==> src/common/ahb_defs.svh <==
////////////////////
// bus widths and limits shared by the master and its testbench.
// data width must be a power of two of at least 8 bits.
// the boundary is given as log2 of its size in bytes.
////////////////////

`ifndef AHB_DEFS_SVH
`define AHB_DEFS_SVH

`define AHB_ADDR_WIDTH    32
`define AHB_DATA_WIDTH    32

// wait cycles in one data phase before the beat is failed.
`define AHB_WAIT_TIMEOUT  6

`define AHB_BOUND_BITS    10    // 1 KB.

`endif

==> src/common/ahb_pkg.sv <==
////////////////////
// AHB-Lite field encodings and bus vector types.
// BUSY is listed for completeness, the master never drives it.
////////////////////

`include "ahb_defs.svh"

package ahb_pkg;

    typedef logic [`AHB_ADDR_WIDTH-1:0] addr_t;
    typedef logic [`AHB_DATA_WIDTH-1:0] data_t;
    typedef logic [2:0]                 size_t;    // log2 of bytes per beat.

    typedef enum logic [2:0] {
        BURST_SINGLE = 3'd0,
        BURST_INCR   = 3'd1,
        BURST_WRAP4  = 3'd2,
        BURST_INCR4  = 3'd3,
        BURST_WRAP8  = 3'd4,
        BURST_INCR8  = 3'd5,
        BURST_WRAP16 = 3'd6,
        BURST_INCR16 = 3'd7
    } burst_e;

    typedef enum logic [1:0] {
        TRANS_IDLE   = 2'd0,
        TRANS_BUSY   = 2'd1,
        TRANS_NONSEQ = 2'd2,
        TRANS_SEQ    = 2'd3
    } trans_e;

    // beats in a fixed-length burst, INCR counts as one.
    function automatic int unsigned burst_len(burst_e burst);
        case (burst)
            BURST_WRAP4, BURST_INCR4:   return 4;
            BURST_WRAP8, BURST_INCR8:   return 8;
            BURST_WRAP16, BURST_INCR16: return 16;
            default:                    return 1;
        endcase
    endfunction

endpackage

==> src/common/master_pkg.sv <==
////////////////////
// internal types of the burst master.
// a command is atomic and is never edited once taken.
////////////////////

package master_pkg;

    import ahb_pkg::*;

    // one checked client command.
    typedef struct packed {
        addr_t  addr;
        burst_e burst;
        size_t  size;
        logic   write;
    } cmd_t;

    // address-phase sequencer.
    typedef enum logic [1:0] {
        ST_IDLE  = 2'd0,    // no burst.
        ST_ADDR  = 2'd1,    // an address phase is on the bus.
        ST_DRAIN = 2'd2     // waiting for the last response.
    } seq_state_e;

endpackage

==> src/common/cmd_if.sv <==
////////////////////
// checked command from the request check to the sequencer.
// valid is a one-cycle pulse, reject qualifies it.
////////////////////

`timescale 1ns/10ps

interface cmd_if
    import master_pkg::*;
();

    logic valid;
    cmd_t cmd;
    logic reject;    // command failed the check, no bus activity.
    logic busy;      // burst in progress, held until its last response.

    modport src (
        output valid,
        output cmd,
        output reject,
        input  busy
    );

    modport dst (
        input  valid,
        input  cmd,
        input  reject,
        output busy
    );

endinterface

==> src/common/beat_if.sv <==
////////////////////
// per-beat events between the sequencer and the data phase.
// accept, reject, abort and done are one-cycle pulses.
// abort is combinational in the cycle the failing beat ends.
////////////////////

`timescale 1ns/10ps

interface beat_if;

    logic accept;    // address phase taken this cycle.
    logic write;
    logic last;      // accepted beat closes the burst.
    logic reject;
    logic abort;
    logic done;      // final response of the burst is out.

    modport seq (
        output accept,
        output write,
        output last,
        output reject,
        input  abort,
        input  done
    );

    modport dat (
        input  accept,
        input  write,
        input  last,
        input  reject,
        output abort,
        output done
    );

endinterface

==> src/design/req_check.sv <==
////////////////////
// registers one client command and checks it against the bus rules.
// undefined-length INCR bursts are always rejected.
// wrap bursts stay inside their aligned block, so only INCRx is
// checked for a 1 KB crossing.
////////////////////

`timescale 1ns/10ps

`include "ahb_defs.svh"

module req_check
    import ahb_pkg::*;
    import master_pkg::*;
(
    input  logic    ahb_clk_in,
    input  logic    ahb_rstn_in,
    input  logic    cmd_valid,
    input  addr_t   cmd_addr,
    input  burst_e  cmd_burst,
    input  size_t   cmd_size,
    input  logic    cmd_write,
    output logic    cmd_busy,
    cmd_if.src      cmd
);

    logic  take;
    logic  size_ok;
    logic  align_ok;
    logic  cross_bad;
    logic  legal;
    addr_t align_mask;
    addr_t end_addr;

    assign cmd_busy = cmd.valid | cmd.busy;    // covers the pulse cycle too.
    assign take     = cmd_valid & ~cmd_busy;

    assign size_ok    = (32'd8 << cmd_size) <= `AHB_DATA_WIDTH;
    assign align_mask = (addr_t'(1) << cmd_size) - addr_t'(1);
    assign align_ok   = (cmd_addr & align_mask) == '0;

    // last byte touched by an incrementing burst.
    assign end_addr  = cmd_addr + (addr_t'(burst_len(cmd_burst)) << cmd_size) - addr_t'(1);
    assign cross_bad = (cmd_burst inside {BURST_INCR4, BURST_INCR8, BURST_INCR16}) &&
                       (end_addr[`AHB_ADDR_WIDTH-1:`AHB_BOUND_BITS] !=
                        cmd_addr[`AHB_ADDR_WIDTH-1:`AHB_BOUND_BITS]);

    assign legal = size_ok & align_ok & ~cross_bad & (cmd_burst != BURST_INCR);

    always_ff @(posedge ahb_clk_in) begin
        if (!ahb_rstn_in) begin
            cmd.valid  <= 1'b0;
            cmd.reject <= 1'b0;
        end else begin
            cmd.valid <= take;
            if (take) begin
                cmd.reject <= ~legal;
            end
        end
    end

    always_ff @(posedge ahb_clk_in) begin
        if (take) begin
            cmd.cmd <= cmd_t'{addr: cmd_addr, burst: cmd_burst, size: cmd_size,
                              write: cmd_write};
        end
    end

endmodule

==> src/burst_seq/burst_seq.sv <==
////////////////////
// address-phase FSM, NONSEQ on the first beat and SEQ after.
// address and control hold while hready is low.
// on abort htrans drops to IDLE at once, even inside a wait state.
////////////////////

`timescale 1ns/10ps

module burst_seq
    import ahb_pkg::*;
    import master_pkg::*;
(
    input  logic    ahb_clk_in,
    input  logic    ahb_rstn_in,
    input  logic    hready,
    output addr_t   haddr,
    output trans_e  htrans,
    output burst_e  hburst,
    output size_t   hsize,
    output logic    hwrite,
    cmd_if.dst      cmd,
    beat_if.seq     beat
);

    seq_state_e state;
    logic [3:0] beats_left;    // beats after the one on the bus.
    logic       reject_q;
    addr_t      step;
    addr_t      incr_addr;
    addr_t      wrap_mask;
    addr_t      next_addr;

    ////////////////////
    // address generation.
    assign step      = addr_t'(1) << hsize;
    assign incr_addr = haddr + step;
    assign wrap_mask = (addr_t'(burst_len(hburst)) << hsize) - addr_t'(1);    // block of beats x bytes.
    assign next_addr = (hburst inside {BURST_WRAP4, BURST_WRAP8, BURST_WRAP16}) ?
                       ((haddr & ~wrap_mask) | (incr_addr & wrap_mask)) : incr_addr;

    assign beat.accept = (htrans != TRANS_IDLE) && hready;
    assign beat.write  = hwrite;
    assign beat.last   = (beats_left == 4'd0);
    assign beat.reject = reject_q;

    ////////////////////
    // sequencer.
    always_ff @(posedge ahb_clk_in) begin
        if (!ahb_rstn_in) begin
            state      <= ST_IDLE;
            htrans     <= TRANS_IDLE;
            haddr      <= '0;
            hburst     <= BURST_SINGLE;
            hsize      <= '0;
            hwrite     <= 1'b0;
            beats_left <= '0;
            reject_q   <= 1'b0;
            cmd.busy   <= 1'b0;
        end else begin
            reject_q <= 1'b0;
            case (state)
                ST_IDLE: begin
                    if (cmd.valid) begin
                        cmd.busy <= 1'b1;
                        if (cmd.reject) begin
                            reject_q <= 1'b1;    // error response without a bus cycle.
                            state    <= ST_DRAIN;
                        end else begin
                            haddr      <= cmd.cmd.addr;
                            hburst     <= cmd.cmd.burst;
                            hsize      <= cmd.cmd.size;
                            hwrite     <= cmd.cmd.write;
                            htrans     <= TRANS_NONSEQ;
                            beats_left <= 4'(burst_len(cmd.cmd.burst) - 1);
                            state      <= ST_ADDR;
                        end
                    end
                end
                ST_ADDR: begin
                    if (beat.abort) begin
                        htrans <= TRANS_IDLE;
                        state  <= ST_DRAIN;
                    end else if (hready) begin
                        if (beats_left == 4'd0) begin
                            htrans <= TRANS_IDLE;
                            state  <= ST_DRAIN;
                        end else begin
                            haddr      <= next_addr;
                            htrans     <= TRANS_SEQ;
                            beats_left <= beats_left - 4'd1;
                        end
                    end
                end
                ST_DRAIN: begin
                    if (beat.done) begin
                        cmd.busy <= 1'b0;
                        state    <= ST_IDLE;
                    end
                end
                default: begin
                    htrans <= TRANS_IDLE;
                    state  <= ST_IDLE;
                end
            endcase
        end
    end

endmodule

==> src/design/data_phase.sv <==
////////////////////
// tracks the one beat in its data phase and answers the client.
// errors are taken as single-cycle hresp with hready high.
// a beat accepted together with an error, or a timed-out beat,
// still finishes on the bus but gives no response.
////////////////////

`timescale 1ns/10ps

`include "ahb_defs.svh"

module data_phase
    import ahb_pkg::*;
(
    input  logic  ahb_clk_in,
    input  logic  ahb_rstn_in,
    input  logic  hready,
    input  logic  hresp,
    input  data_t hrdata,
    input  data_t wdata,
    output data_t hwdata,
    output logic  wdata_pop,
    output logic  resp_valid,
    output logic  resp_error,
    output data_t rdata,
    beat_if.dat   beat
);

    localparam int WAIT_W = $clog2(`AHB_WAIT_TIMEOUT + 1);

    logic              act_q;     // a beat is in its data phase.
    logic              drop_q;    // its response is suppressed.
    logic              wr_q;
    logic              last_q;
    logic              done_q;
    logic [WAIT_W-1:0] wait_cnt;
    logic              live;
    logic              bus_err;
    logic              tmo;

    assign live    = act_q & ~drop_q;
    assign bus_err = live & hready & hresp;
    assign tmo     = live & ~hready & (wait_cnt == WAIT_W'(`AHB_WAIT_TIMEOUT - 1));

    assign beat.abort = bus_err | tmo;
    assign beat.done  = done_q;
    assign wdata_pop  = beat.accept & beat.write;

    ////////////////////
    // beat tracking and responses.
    always_ff @(posedge ahb_clk_in) begin
        if (!ahb_rstn_in) begin
            act_q      <= 1'b0;
            drop_q     <= 1'b0;
            wait_cnt   <= '0;
            resp_valid <= 1'b0;
            resp_error <= 1'b0;
            done_q     <= 1'b0;
        end else begin
            resp_valid <= 1'b0;
            resp_error <= 1'b0;
            done_q     <= 1'b0;
            if (beat.reject) begin
                resp_valid <= 1'b1;
                resp_error <= 1'b1;
                done_q     <= 1'b1;
            end
            if (hready) begin
                if (live) begin
                    resp_valid <= 1'b1;
                    resp_error <= hresp;
                    done_q     <= last_q | hresp;    // an error closes the burst.
                end
                act_q    <= beat.accept;
                drop_q   <= bus_err;
                wait_cnt <= '0;
            end else if (tmo) begin
                resp_valid <= 1'b1;
                resp_error <= 1'b1;
                done_q     <= 1'b1;
                drop_q     <= 1'b1;    // keep tracking until the slave lets go.
            end else if (live) begin
                wait_cnt <= wait_cnt + WAIT_W'(1);
            end
        end
    end

    always_ff @(posedge ahb_clk_in) begin
        if (beat.accept) begin
            wr_q   <= beat.write;
            last_q <= beat.last;
        end
        if (wdata_pop) begin
            hwdata <= wdata;    // held through the whole data phase.
        end
        if (hready && live && !wr_q) begin
            rdata <= hrdata;
        end
    end

endmodule

==> src/design/ahb_master_top.sv <==
////////////////////
// AHB-Lite burst master, one command at a time.
// no BUSY transfers, no protection or strobe outputs.
// the client must hold wdata valid in every wdata_pop cycle.
////////////////////

`timescale 1ns/10ps

module ahb_master_top
    import ahb_pkg::*;
(
    input  logic   ahb_clk_in,
    input  logic   ahb_rstn_in,

    // client side.
    input  logic   cmd_valid,
    input  addr_t  cmd_addr,
    input  burst_e cmd_burst,
    input  size_t  cmd_size,
    input  logic   cmd_write,
    input  data_t  wdata,
    output logic   cmd_busy,
    output logic   wdata_pop,
    output logic   resp_valid,
    output logic   resp_error,
    output data_t  rdata,

    // bus side.
    output addr_t  haddr,
    output trans_e htrans,
    output burst_e hburst,
    output size_t  hsize,
    output logic   hwrite,
    output data_t  hwdata,
    input  data_t  hrdata,
    input  logic   hready,
    input  logic   hresp
);

    cmd_if  u_cmd_if ();
    beat_if u_beat_if ();

    req_check u_req_check (
        .ahb_clk_in  (ahb_clk_in),
        .ahb_rstn_in (ahb_rstn_in),
        .cmd_valid   (cmd_valid),
        .cmd_addr    (cmd_addr),
        .cmd_burst   (cmd_burst),
        .cmd_size    (cmd_size),
        .cmd_write   (cmd_write),
        .cmd_busy    (cmd_busy),
        .cmd         (u_cmd_if.src)
    );

    burst_seq u_burst_seq (
        .ahb_clk_in  (ahb_clk_in),
        .ahb_rstn_in (ahb_rstn_in),
        .hready      (hready),
        .haddr       (haddr),
        .htrans      (htrans),
        .hburst      (hburst),
        .hsize       (hsize),
        .hwrite      (hwrite),
        .cmd         (u_cmd_if.dst),
        .beat        (u_beat_if.seq)
    );

    data_phase u_data_phase (
        .ahb_clk_in  (ahb_clk_in),
        .ahb_rstn_in (ahb_rstn_in),
        .hready      (hready),
        .hresp       (hresp),
        .hrdata      (hrdata),
        .wdata       (wdata),
        .hwdata      (hwdata),
        .wdata_pop   (wdata_pop),
        .resp_valid  (resp_valid),
        .resp_error  (resp_error),
        .rdata       (rdata),
        .beat        (u_beat_if.dat)
    );

endmodule

==> config.mk <==
export PLATFORM = sky130hd
export DESIGN_NAME = ahb_master_top
export DESIGN_NICKNAME = d
export VERILOG_FILES = /design/src/common/ahb_pkg.sv /design/src/common/master_pkg.sv /design/src/common/cmd_if.sv /design/src/common/beat_if.sv /design/src/design/req_check.sv /design/src/burst_seq/burst_seq.sv /design/src/design/data_phase.sv /design/src/design/ahb_master_top.sv
export VERILOG_INCLUDE_DIRS = /design/src /design/src/common
export SDC_FILE = /design/constraint.sdc
export NUM_CORES = 1
export LEC_CHECK = 0
export ABC_AREA = 0
export BUFFER_PORTS_ARGS = -buffer_cell sky130_fd_sc_hd__buf_2
export CORE_ASPECT_RATIO = 1.75
export CORE_MARGIN = 2
export CORE_UTILIZATION = 45
export CTS_BUF_LIST = sky130_fd_sc_hd__clkbuf_16
export DETAILED_ROUTE_END_ITERATION = 7
export PLACE_DENSITY = 0.68
export SYNTH_ARGS = -nofsm -noshare
export SYNTH_HDL_FRONTEND = slang
export SYNTH_HIERARCHICAL = 1
export SYNTH_SLANG_ARGS = --single-unit
==> constraint.sdc <==
create_clock -name ahb_clk_in -period 4.8 [get_ports ahb_clk_in]
set_clock_uncertainty 0.05 [all_clocks]
set_input_delay 0 -clock ahb_clk_in [delete_from_list [all_inputs] [get_ports ahb_clk_in]]
set_output_delay 0 -clock ahb_clk_in [all_outputs]
set_load 0.01 [all_outputs]
==> results of run 1 <==
cell families after synthesis:
| family | count (synthesis) | share of synthesized area (%) |
|---|---|---|
| flops | 164 | 42.75 |
| xor+xnor | 32 | 2.764 |
| compound gates | 322 | 22.04 |
| simple gates | 354 | 18.31 |
| buf+inv | 134 | 6.084 |
| fa+ha+maj | 55 | 6.862 |
| mux | 12 | 1.185 |
metal layers:
layer	track usage [%]	routed length, um	vias up
met5	0	0	-
li1	-	-	4592
met2	50.48	17100	408
met1	25.23	11060	4502
met4	16.91	1846	0
met3	5.225	1789	99
final timing paths:
check                                       startpoint                     end  cells after the start
worst max register to register    u_burst_seq/hsize[2]                register                     10
worst min register to register  u_burst_seq/beat.write  u_burst_seq/beat.write                      2
worst min-delay path                       ahb_rstn_in     u_data_phase/drop_q                      2
worst max-delay path                      cmd_burst[2]  u_req_check/cmd.reject                     20
where the power goes:
part / internal, mW / leakage, nW / switching (mW)
Combinational: 0.457 / 3.69 / 0.673
Sequential: 1.62 / 1.44 / 0.115
Clock: 0.812 / 0.286 / 0.552
through the flow:
stage          hold slack (ns)  setup slack [ns]  cell area [um^2]  std cells  power, mW
3_5_place_dp            0.1284             1.177             11330       1536      2.803
3_3_place_gp            0.1265             1.304             11330       1536      2.792
5_1_grt                0.03427            0.7673             12970       1673      4.429
4_1_cts               0.006380             1.070             12970       1673      4.232
6_report               0.01402            0.9713             12970       1673      4.223
2_1_floorplan          0.04887             1.256             10140       1073      2.485
final cells by class:
cell class	instances	area, um^2
Clock buffer	17	425.4
Tap cell	296	370.4
Fill cell	1955	9190
Clock inverter	15	167.7
Multi-Input combinational cell	775	5196
Sequential cell	164	4334
Timing Repair Buffer	328	2185
Inverter	78	292.8
cells in the final DEF, fill, tap and decap left out, drive strengths merged, types with 27 or more instances in the layout:
cell,instances
ha,54
dfxtp,59
nor2,71
a21oi,82
nand2,114
inv,81
dlygate4sd3,105
nand3,27
o21ai,59
edfxtp,105
buf,223
worst register-to-register path: stages, from the launching register on:
cell	delay, ns
dfxtp_1	0.56
nor3_1	0.35
ha_1	0.25
inv_1	0.06
fa_1	0.38
nor2b_1	0.24
o31a_1	0.34
o211ai_2	0.35
nor4_1	0.37
o221ai_1	0.15
o21ai_0	0.10
timing repair:
item | CTS | global route
setup buffers | 0 | 0
hold endpoints to repair | 108 | 0
hold buffers | 105 | 0
==> results.md, run 1 <==
* CP Launch Type: input pin
* Synth Cell Area at a little over 0.01 mm^2
* I/O Buffers at 216
* Measured slew at the worst slew-check pin at roughly 1.0 ns
* CTS max path bufs at 2
* Clock latency on the worst-skew pair at 0.43 ns
* Critical-path cell list: dlygate4sd3_1, buf_2, nor2_2, nand2_1, o21ai_0, nand2_1, o21ai_0, a22oi_1, ha_1, inv_1, ha_1, nand4_1, nor3b_1, a221oi_1, o21ai_2, mux2i_1, nor4_2, nand4_1, nor4_2, a21oi_1
* Most frequent cell after synthesis: nand2_1
* Die area at roughly 0.024 mm^2
* Dominant cell type by area after synthesis: edfxtp_1
* Drc violations at 0
* Status: completed
* Initial antenna violation count at 0
* # setup viols final at 0
* Netlist cell types at 98
* Power per cell area at between 300 and 400 mW/mm^2
* Top post-synthesis cells by area: edfxtp_1 31%, dfxtp_1 12%, ha_1 6.7%, nand2_1 4.2%, a21oi_1 3.8%
* Syn Nets at 1236
* Register area share after synthesis at 42.75%
* Fin. max-slew vios at 0
* DR vias at between 9000 and 10000
* Total grt overflow at 0
* Reg-to-reg setup timing slack at ~1.5 ns
* Async SR Flop Fraction at 0%
* Final HPWL DP at about 23000 um
* Fin crit period at between 3 and 4 ns
* Max_slew headroom at about a third
* Finished Core Util at between 50% and 60%
* Core Region at approximately 0.022 mm^2
* # rows at 72
* CP arrival at 4.09 ns
* Largest net degree at the start of global routing at 47
* Worst-path cell with the longest stage delay: dlygate4sd3_1
* Maximum clock frequency at about 260 MHz
* Antenna-violating nets left at 0
* EDFF count, synth at 105
* Area grow syn2layout at 27.94%
* TritonCTS Sinks at around 160
* CP max FO at 11
* Clock transition at the registers of the reported paths at ~0.060 ns
* Leak at 5.417 nW
* WL per Instance at ~19 um
* Nets at between 1500 and 2000
* Root buffer cell: clkbuf_16
* Ys Warns at 6
* Final period utilization at between 70 and 80%
* Flops & latches, synth at about 160
* Post-synthesis instance total at between 1000 and 1500
* Diode count at 0
* Vias/cell at approximately 5.7
* H-tree depth at 4
* Die width at about 120 um
* Gr usage total at between 20% and 30%
* Syn_area_per_cell at approximately 9.4 um^2
* Crit Path Class: in2reg
* Final wirelength at about 32000 um
* Max stage delay on crit path at between 0.5 and 0.6 ns
* Number of global-route vias before repair at roughly 9400
* Starting Density at between 40% and 50%
* Gpl congestion at roughly 0.95
* RSZ-0062 raised after global routing: no
* HP Class: in2reg
* Primary FF master, synth: edfxtp_1
* Max-Cap Viols at 0
* CTS tree: yes
* Setup_tns at 0 ns
* CP bufs+invs at 3
* Maximum VDD drop at ~0.00025 V
* Post-CTS resize count at 0
* First-pass GRT wire length at 49250 um
* Number of buffers created by CTS at 17
* I/O pin count at ~220
* Worst Path Required at 5.06 ns
* Top-area cell type share of the netlist area at a little under a third
* 1st-iter DRT viols at between 500 and 600
* Count of final hold-check violations at 0
* Layout cells sized above 1 at between 20% and 30%
* Commonest cells post-synth: 113 x nand2_1, 105 x edfxtp_1, 77 x a21oi_1
* Die span in y at between 200 and 250 um
* CP top delay family: simple AND/OR/NAND/NOR gates
* CP Capture Type: register
* First-pass detailed-route iteration total at 5
Note: power is estimated with default switching activity, not from simulation.
==> inputs of run 2 (changes only) <==
--- a/config.mk
+++ b/config.mk
@@ -6,14 +6,14 @@
 export SDC_FILE = /design/constraint.sdc
 export NUM_CORES = 1
 export LEC_CHECK = 0
-export ABC_AREA = 0
+export ABC_AREA = 1
 export BUFFER_PORTS_ARGS = -buffer_cell sky130_fd_sc_hd__buf_2
 export CORE_ASPECT_RATIO = 1.75
 export CORE_MARGIN = 2
 export CORE_UTILIZATION = 45
 export CTS_BUF_LIST = sky130_fd_sc_hd__clkbuf_16
 export DETAILED_ROUTE_END_ITERATION = 7
-export PLACE_DENSITY = 0.68
+export PLACE_DENSITY = 0.7
 export SYNTH_ARGS = -nofsm -noshare
 export SYNTH_HDL_FRONTEND = slang
 export SYNTH_HIERARCHICAL = 1
==> constraint.sdc (replaced) <==
create_clock -name ahb_clk_in -period 3.3 [get_ports ahb_clk_in]
set_clock_uncertainty 0.05 [all_clocks]
set_input_delay 0 -clock ahb_clk_in [delete_from_list [all_inputs] [get_ports ahb_clk_in]]
set_output_delay 0 -clock ahb_clk_in [all_outputs]
set_load 0.01 [all_outputs]
==> run 2 against run 1 <==
Setup slack worse by 0.82 ns. Sequential share of layout area down 1.8 points. Hold slack better by 0.075 ns. Design area up 5.8%. Die area up 3.3%. Synthesized cell count up 27%. Register-to-register slack worse by 1.3 ns. Via count up 10%. First-iteration DRC count up 16%. Global-route usage up 0.42 points. Combinational power up 57%. Largest power group unchanged. Largest cell class unchanged. Cell count up 20%.
==> results.md, run 2 <==
* Final wirelength at 33550 um (+5.5%)
* EDFF count, synth at 105 (unchanged)
* FF-to-FF path depth at 16 (+6)
* Register area share after synthesis at 41.33% (-1.4 points)
* CP max FO at 6 (-5)
* Power per cell area at 440.5 mW/mm^2 (+35%)
* Most frequent cell after synthesis: nand2_1
* Fin crit period at around 3.1 ns
* Global-route layer with the greatest usage: met2
* Number of buffers created by CTS at 17 (unchanged)
* DR vias at 10568 (+10%)
* Diode count at 0 (unchanged)
* Gr usage total at 26.74% (+0.42 points)
* Async SR Flop Fraction at 0% (unchanged)
* H-tree depth at 4 (unchanged)
* Met1 Usage GRT at 24.77% (-0.46 points)
* Initial antenna violation count at 0 (unchanged)
* Synth Cell Area at 0.01049 mm^2 (+3.4%)
* Met2 Use GR at 52.98% (+2.5 points)
* Max_slew headroom at 48.94% (+17 points)
* CP arrival at 3.42 ns (-0.67 ns)
* Crit Path Class: in2reg
* Final HPWL DP at 24680 um (+7.7%)
* Nets at 1861 (+22%)
* Fin. max-slew vios at 0 (unchanged)
* Maximum VDD drop at 0.0004322 V (+72%)
* Pwr Total at 6.048 mW (+43%)
* I/O pin count at 217 (unchanged)
* WL per Instance at 16.68 um (-12%)
* HP Class: in2reg
* Layout cells sized above 1 at 22.56% (+0.99 points)
* Syn_area_per_cell at 7.717 um^2 (-18%)
* First-pass GRT wire length at 50960 um (+3.5%)
* Top post-synthesis cells by area: edfxtp_1 30%, nand2_1 11%, dfxtp_1 11%, inv_1 7.4%, ha_1 6.4%
* Root buffer cell: clkbuf_16
* Non-Filler Instances at 2011 (+20%)
* Measured slew at the worst slew-check pin at 0.7466 ns (-0.2653 ns)
* Die width at 119.4 um (+1.6%)
* DP Area at 0.01189 mm^2 (+5.0%)
* TritonCTS Sinks at 164 (unchanged)
* Ys Warns at 6 (unchanged)
* Primary FF master, synth: edfxtp_1
* Netlist cell types at 54 (-45%)
* Vias/cell at 5.255 (-8.4%)
* Post-Place Setup Slack at 0.08872 ns (-1.088 ns)
* Worst Path Required at 3.57 ns (-1.49 ns)
* Maximum clock frequency at between 300 and 400 MHz
* First-pass detailed-route iteration total at 5 (unchanged)
* Die span in y at 206.0 um (+1.7%)
* 1st-iter DRT viols at 612 (+16%)
* DP Cell Count at 1865 (+21%)
* Total grt overflow at 0 (unchanged)
* Syn Nets at 1522 (+23%)
* Top-area cell type share of the netlist area at 30.06% (-1.0 points)
* CP Launch Type: input pin
* Min Hold Slack at 0.08892 ns (+0.07490 ns)
* Clock latency on the worst-skew pair at 0.43 ns (about the same)
* Dominant cell type by area after synthesis: edfxtp_1
* RSZ-0062 raised after global routing: yes
* Count of final hold-check violations at 0 (unchanged)
* Most frequent cells in the layout: 309 x nand2_1, 212 x buf_2, 204 x inv_1, 113 x nor2_1, 107 x dlygate4sd3_1
* Hold path start: ahb_rstn_in
* Die area at 0.02459 mm^2 (+3.3%)
* Core Region at 0.02283 mm^2 (+3.0%)
* Hold Path Depth at 3 (+1)
* Starting Density at 45.93% (+0.18 points)
* Max-Cap Viols at 0 (unchanged)
* # setup viols final at 0 (unchanged)
* Area grow syn2layout at 30.91%
* Commonest cells post-synth: 315 x nand2_1, 207 x inv_1, 122 x nor2_1
* # rows at 73 (+1.4%)
* Leak at 6.353 nW (+17%)
* Layout fillers at 2048 (+4.8%)
* Number of global-route vias before repair at 10274 (+9.6%)
* Worst R2R Start: u_burst_seq/hsize[0]
* Final period utilization at 95.42%
* Post-synthesis instance total at 1359 (+27%)
* Reg-to-reg setup timing slack at 0.20 ns (-1.32 ns)
* Clock transition at the registers of the reported paths at 0.07 ns (about the same)
* Drc violations at 0 (unchanged)
* CP Capture Type: register
* Antenna-violating nets left at 0 (unchanged)
* CTS max path bufs at 2 (unchanged)
* Flops & latches, synth at 164 (unchanged)
* I/O Buffers at 216 (unchanged)
* CTS tree: yes
* Largest net degree at the start of global routing at 46 (-2.1%)
* Gpl congestion at 1.070 (+13%)
* Post-route cell area at 0.01373 mm^2 (+5.8%)
* Met3 GRT Util at 3.836% (-1.4 points)
* Final setup margin at 0.1511 ns (-0.8202 ns)
* Status: completed
* Most common cell after layout, fill and taps aside: nand2_1
run 2: cell types whose count changed after synthesis, moves of 23 or more:
cell	previous run	this run
a21oi_1	77	102
nand3_1	25	88
nor2_1	68	122
nand2_1	113	315
o21ai_0	46	84
inv_1	76	207
o21a_1	24	1
run 2: worst max-delay path by stage:
stage / from / to / slack (ns) / cells after the start
6_report: cmd_burst[2] / u_req_check/cmd.reject / 0.15 / 28
5_1_grt: cmd_burst[2] / u_req_check/cmd.reject / -0.07 / 27
4_1_cts: cmd_size[0] / u_req_check/cmd.reject / 0.02 / 25
3_5_place_dp: cmd_burst[1] / u_req_check/cmd.reject / 0.09 / 23
3_3_place_gp: cmd_size[0] / u_req_check/cmd.reject / 0.12 / 24
2_1_floorplan: u_burst_seq/hsize[0] / register / 0.64 / 17
run 2: critical path, stage by stage:
cell           delay (ns)
dlygate4sd3_1        0.55
buf_4                0.17
nor2_2               0.11
nand2_1              0.08
o21ai_2              0.09
o21ai_1              0.09
or2_2                0.29
ha_1                 0.29
inv_1                0.06
ha_4                 0.27
nand2_1              0.04
nand2_1              0.08
nand2_1              0.06
nand3_1              0.10
inv_1                0.05
nand2_1              0.09
nand2_1              0.09
nand2_2              0.13
nand2_1              0.10
nand2_1              0.09
nand2_1              0.05
nand3_1              0.06
nand2_1              0.05
nand3b_1             0.16
nor2_1               0.09
nand2_1              0.06
nand2_1              0.07
a21oi_2              0.04
run 2: logic make-up (layout without fill, tap and decap cells):
logic type / Yosys count / after routing / synth area share [%]
compound gates: 235 / 235 / 12.47
fa+ha+maj: 55 / 55 / 6.633
buf+inv: 248 / 600 / 9.723
simple gates: 618 / 618 / 26.46
xor+xnor: 39 / 39 / 3.388
flops: 164 / 164 / 41.33
run 2: timing repair:
| item | CTS | global route |
|---|---|---|
| setup buffers | 0 | 7 |
| setup endpoints to repair | 0 | 2 |
| hold buffers | 107 | 0 |
| hold endpoints to repair | 112 | 0 |
| resized for setup | 0 | 59 |
run 2: metal layers:
layer	vias up	part of all wire (%)
met2	452	55
met5	-	0
met4	0	6.2
li1	5151	-
met3	125	5.1
met1	4840	34
run 2: metrics by stage:
step,TNS (ns),util (%)
floorplan,0,-
CTS,0,59.10
global placement,0,52.08
global route,-0.07222,60.13
finish,0,60.13
detailed placement,0,52.08
run 2: cell type report:
cell class	instances	area (um^2)	area share (%)
clock buffer	17	425.4	3.099
clock inverter	15	106.4	0.7746
inverter	222	849.6	6.188
multi-input combinational	947	5303	38.62
sequential	164	4334	31.57
tap	300	375.4	2.734
timing repair buffer	346	2336	17.01
run 2: where the power goes:
group          leakage [nW]  internal (mW)  switching, mW
Combinational          4.64          0.673           1.10
Clock                 0.265          0.965          0.824
Sequential             1.45           2.34          0.146
Total                  6.35           3.98           2.07
==> inputs of run 3 (changes only) <==
--- a/config.mk
+++ b/config.mk
@@ -6,14 +6,14 @@
 export SDC_FILE = /design/constraint.sdc
 export NUM_CORES = 1
 export LEC_CHECK = 0
-export ABC_AREA = 1
 export BUFFER_PORTS_ARGS = -buffer_cell sky130_fd_sc_hd__buf_2
 export CORE_ASPECT_RATIO = 1.75
 export CORE_MARGIN = 2
 export CORE_UTILIZATION = 45
 export CTS_BUF_LIST = sky130_fd_sc_hd__clkbuf_16
 export DETAILED_ROUTE_END_ITERATION = 7
-export PLACE_DENSITY = 0.7
+export PLACE_DENSITY_LB_ADDON = 0.3
+export SLEW_MARGIN = 20
 export SYNTH_ARGS = -nofsm -noshare
 export SYNTH_HDL_FRONTEND = slang
 export SYNTH_HIERARCHICAL = 1
==> run 3 against run 2 <==
Non-clock buffer count rose by 24. Via count fell by 6.5%. Cell count fell by 15%. Utilization rose by 0.22 points. Die area fell by 3.2%. Flip-flop and latch count did not move. Sequential share of layout area rose by 0.84 points. Sequential power barely moved. Count of clock-buffer cells in the layout did not move. Register-to-register slack improved by 0.05 ns. Critical endpoint unchanged. Largest power group unchanged.
==> results.md, run 3 (synthesis results as in run 1) <==
* Status: completed
* Power per cell area at 459.3 mW/mm^2 (+4.3%)
* Fin crit period at 3.141 ns (-0.007941 ns)
* I/O Buffers at 216 (unchanged)
* Hold Path Depth at 2 (-1)
* Largest net degree at the start of global routing at 42 (-8.7%)
* Root buffer cell: clkbuf_16
* Die width at 117.5 um (-1.6%)
* # rows at 72 (-1.4%)
* Count of final hold-check violations at 0 (unchanged)
* Vias/cell at 5.764 (+9.7%)
* Fin. max-slew vios at 0 (unchanged)
* WL per Instance at 18.62 um (+12%)
* Gr usage total at 26.06% (-0.68 points)
* Total grt overflow at 0 (unchanged)
* Post-route cell area at 0.01337 mm^2 (-2.6%)
* # setup viols final at 0 (unchanged)
* Final HPWL DP at 23350 um (-5.4%)
* Drc violations at 0 (unchanged)
* Clock transition at the registers of the reported paths at 0.07 ns (about the same)
* Die span in y at 202.6 um (-1.6%)
* First-pass detailed-route iteration total at 6 (+1)
* CTS tree: yes
* Initial antenna violation count at 0 (unchanged)
* H-tree depth at 4 (unchanged)
* Layout cells sized above 1 at 25.51% (+3.0 points)
* Core Region at 0.02216 mm^2 (-2.9%)
* Hold path start: ahb_rstn_in
* Number of buffers created by CTS at 17 (unchanged)
* First-pass GRT wire length at 49310 um (-3.2%)
* Max_slew headroom at 48.64% (-0.30 points)
* HP Class: in2reg
* Starting Density at 45.75% (-0.18 points)
* Die area at 0.02379 mm^2 (-3.2%)
* Most common cell after layout, fill and taps aside: buf_2
* Gpl congestion at 0.9794 (-8.5%)
* Worst R2R Start: u_burst_seq/hsize[2]
* CTS max path bufs at 2 (unchanged)
* TritonCTS Sinks at 164 (unchanged)
* Maximum VDD drop at 0.0004022 V (-6.9%)
* Pwr Total at 6.143 mW (+1.6%)
* I/O pin count at 217 (unchanged)
* Area grow syn2layout at 31.91%
* Antenna-violating nets left at 0 (unchanged)
* Measured slew at the worst slew-check pin at 0.7704 ns (+0.02377 ns)
* CP Capture Type: register
* CP max FO at 5 (-1)
* Clock latency on the worst-skew pair at 0.43 ns (about the same)
* Max-Cap Viols at 0 (unchanged)
* Final wirelength at 31940 um (-4.8%)
* Crit Path Class: in2reg
* Reg-to-reg setup timing slack at 0.25 ns (+0.05 ns)
* Diode count at 0 (unchanged)
* DR vias at 9886 (-6.5%)
* Nets at 1569 (-16%)
* RSZ-0062 raised after global routing: no
* CP Launch Type: input pin
* 1st-iter DRT viols at 604 (-1.3%)
* Most frequent cells in the layout: 215 x buf_2, 113 x nand2_1, 105 x dlygate4sd3_1, 105 x edfxtp_1, 76 x inv_1
* Maximum clock frequency at 318.4 MHz (+0.25%)
* CP arrival at 3.40 ns (-0.02 ns)
* FF-to-FF path depth at 10 (-6)
* Number of global-route vias before repair at 9658 (-6.0%)
* Leak at 5.627 nW (-11%)
* Final period utilization at 95.18% (-0.24 points)
* DP Area at 0.01163 mm^2 (-2.2%)
* Worst Path Required at 3.56 ns (about the same)
==> run 3: cell count changes in the layout (fill, tap and decap cells not counted), sizes merged, moves of 10 or more <==
cell and delta:
o21a +23, nor2b +10, mux2i +12, buf +28, nand3 -68, a21oi -23
nand4 +10, nor2 -68, nand2 -217, inv -146, a211oi +17, o21ai -39
and3 +17
==> run 3: layout make-up <==
| type | count | area, um^2 |
|---|---|---|
| Clock buffer | 17 | 425.4 |
| Sequential cell | 164 | 4334 |
| Fill cell | 1925 | 8787 |
| Tap cell | 296 | 370.4 |
| Multi-Input combinational cell | 775 | 5319 |
| Clock inverter | 15 | 130.1 |
| Inverter | 78 | 292.8 |
| Timing Repair Buffer | 370 | 2502 |
==> run 3: repair_timing <==
item,4_1_cts,5_1_grt
hold buffers,105,0
buffers inserted,0,1
setup endpoints to repair,0,1
resized for setup,0,28
hold endpoints to repair,108,0
==> run 3: worst max path at each step <==
stage,end,cells after the start,slack [ns],startpoint
after detailed placement,u_req_check/cmd.reject,18,-0.07,cmd_burst[2]
after global routing,u_req_check/cmd.reject,17,0.00007,cmd_size[2]
after global placement,u_req_check/cmd.reject,18,-0.01,cmd_burst[2]
final,u_req_check/cmd.reject,17,0.16,cmd_size[0]
after floorplan,u_req_check/cmd.reject,18,0.15,cmd_burst[1]
after CTS,u_req_check/cmd.reject,16,0.04,cmd_burst[2]
==> run 3: worst max-delay path: stages <==
cell           delay (ns)
buf_2                0.12
buf_4                0.15
dlygate4sd3_1        0.57
buf_4                0.16
a21oi_1              0.13
ha_1                 0.17
inv_1                0.04
ha_1                 0.35
nand4_1              0.15
buf_4                0.17
o21ai_0              0.30
o211ai_2             0.19
a21oi_2              0.23
o221ai_2             0.16
xor2_1               0.16
o311ai_1             0.25
a21oi_1              0.10
==> run 3: per-stage QoR <==
stage / util (%) / instances / hold slack (ns) / setup TNS, ns / setup slack (ns)
finish: 60.35 / 1715 / 0.02640 / 0 / 0.1591
global route: 60.35 / 1715 / 0.02586 / 0 / 0.00007216
CTS: 59.75 / 1714 / 0.006578 / 0 / 0.04150
detailed placement: 52.50 / 1577 / 0.1284 / -0.06580 / -0.06580
global placement: 52.50 / 1577 / 0.1266 / -0.009651 / -0.009651
floorplan: - / 1073 / 0.04887 / 0 / 0.1469
==> run 3: metal layers <==
layer | up-vias | global-route usage [%] | part of all wire, %
li1 | 4693 | - | -
met1 | 4618 | 24.88 | 35
met2 | 453 | 49.98 | 53
met3 | 122 | 5.309 | 6.3
met4 | 0 | 16.74 | 5.9
met5 | - | 0 | 0
==> run 3: power breakdown <==
part	total (mW)	internal, mW	leakage [nW]	switching (mW)
registers	2.50	2.35	1.44	0.155
clock network	1.86	1.04	0.277	0.823
logic	1.78	0.744	3.91	1.03
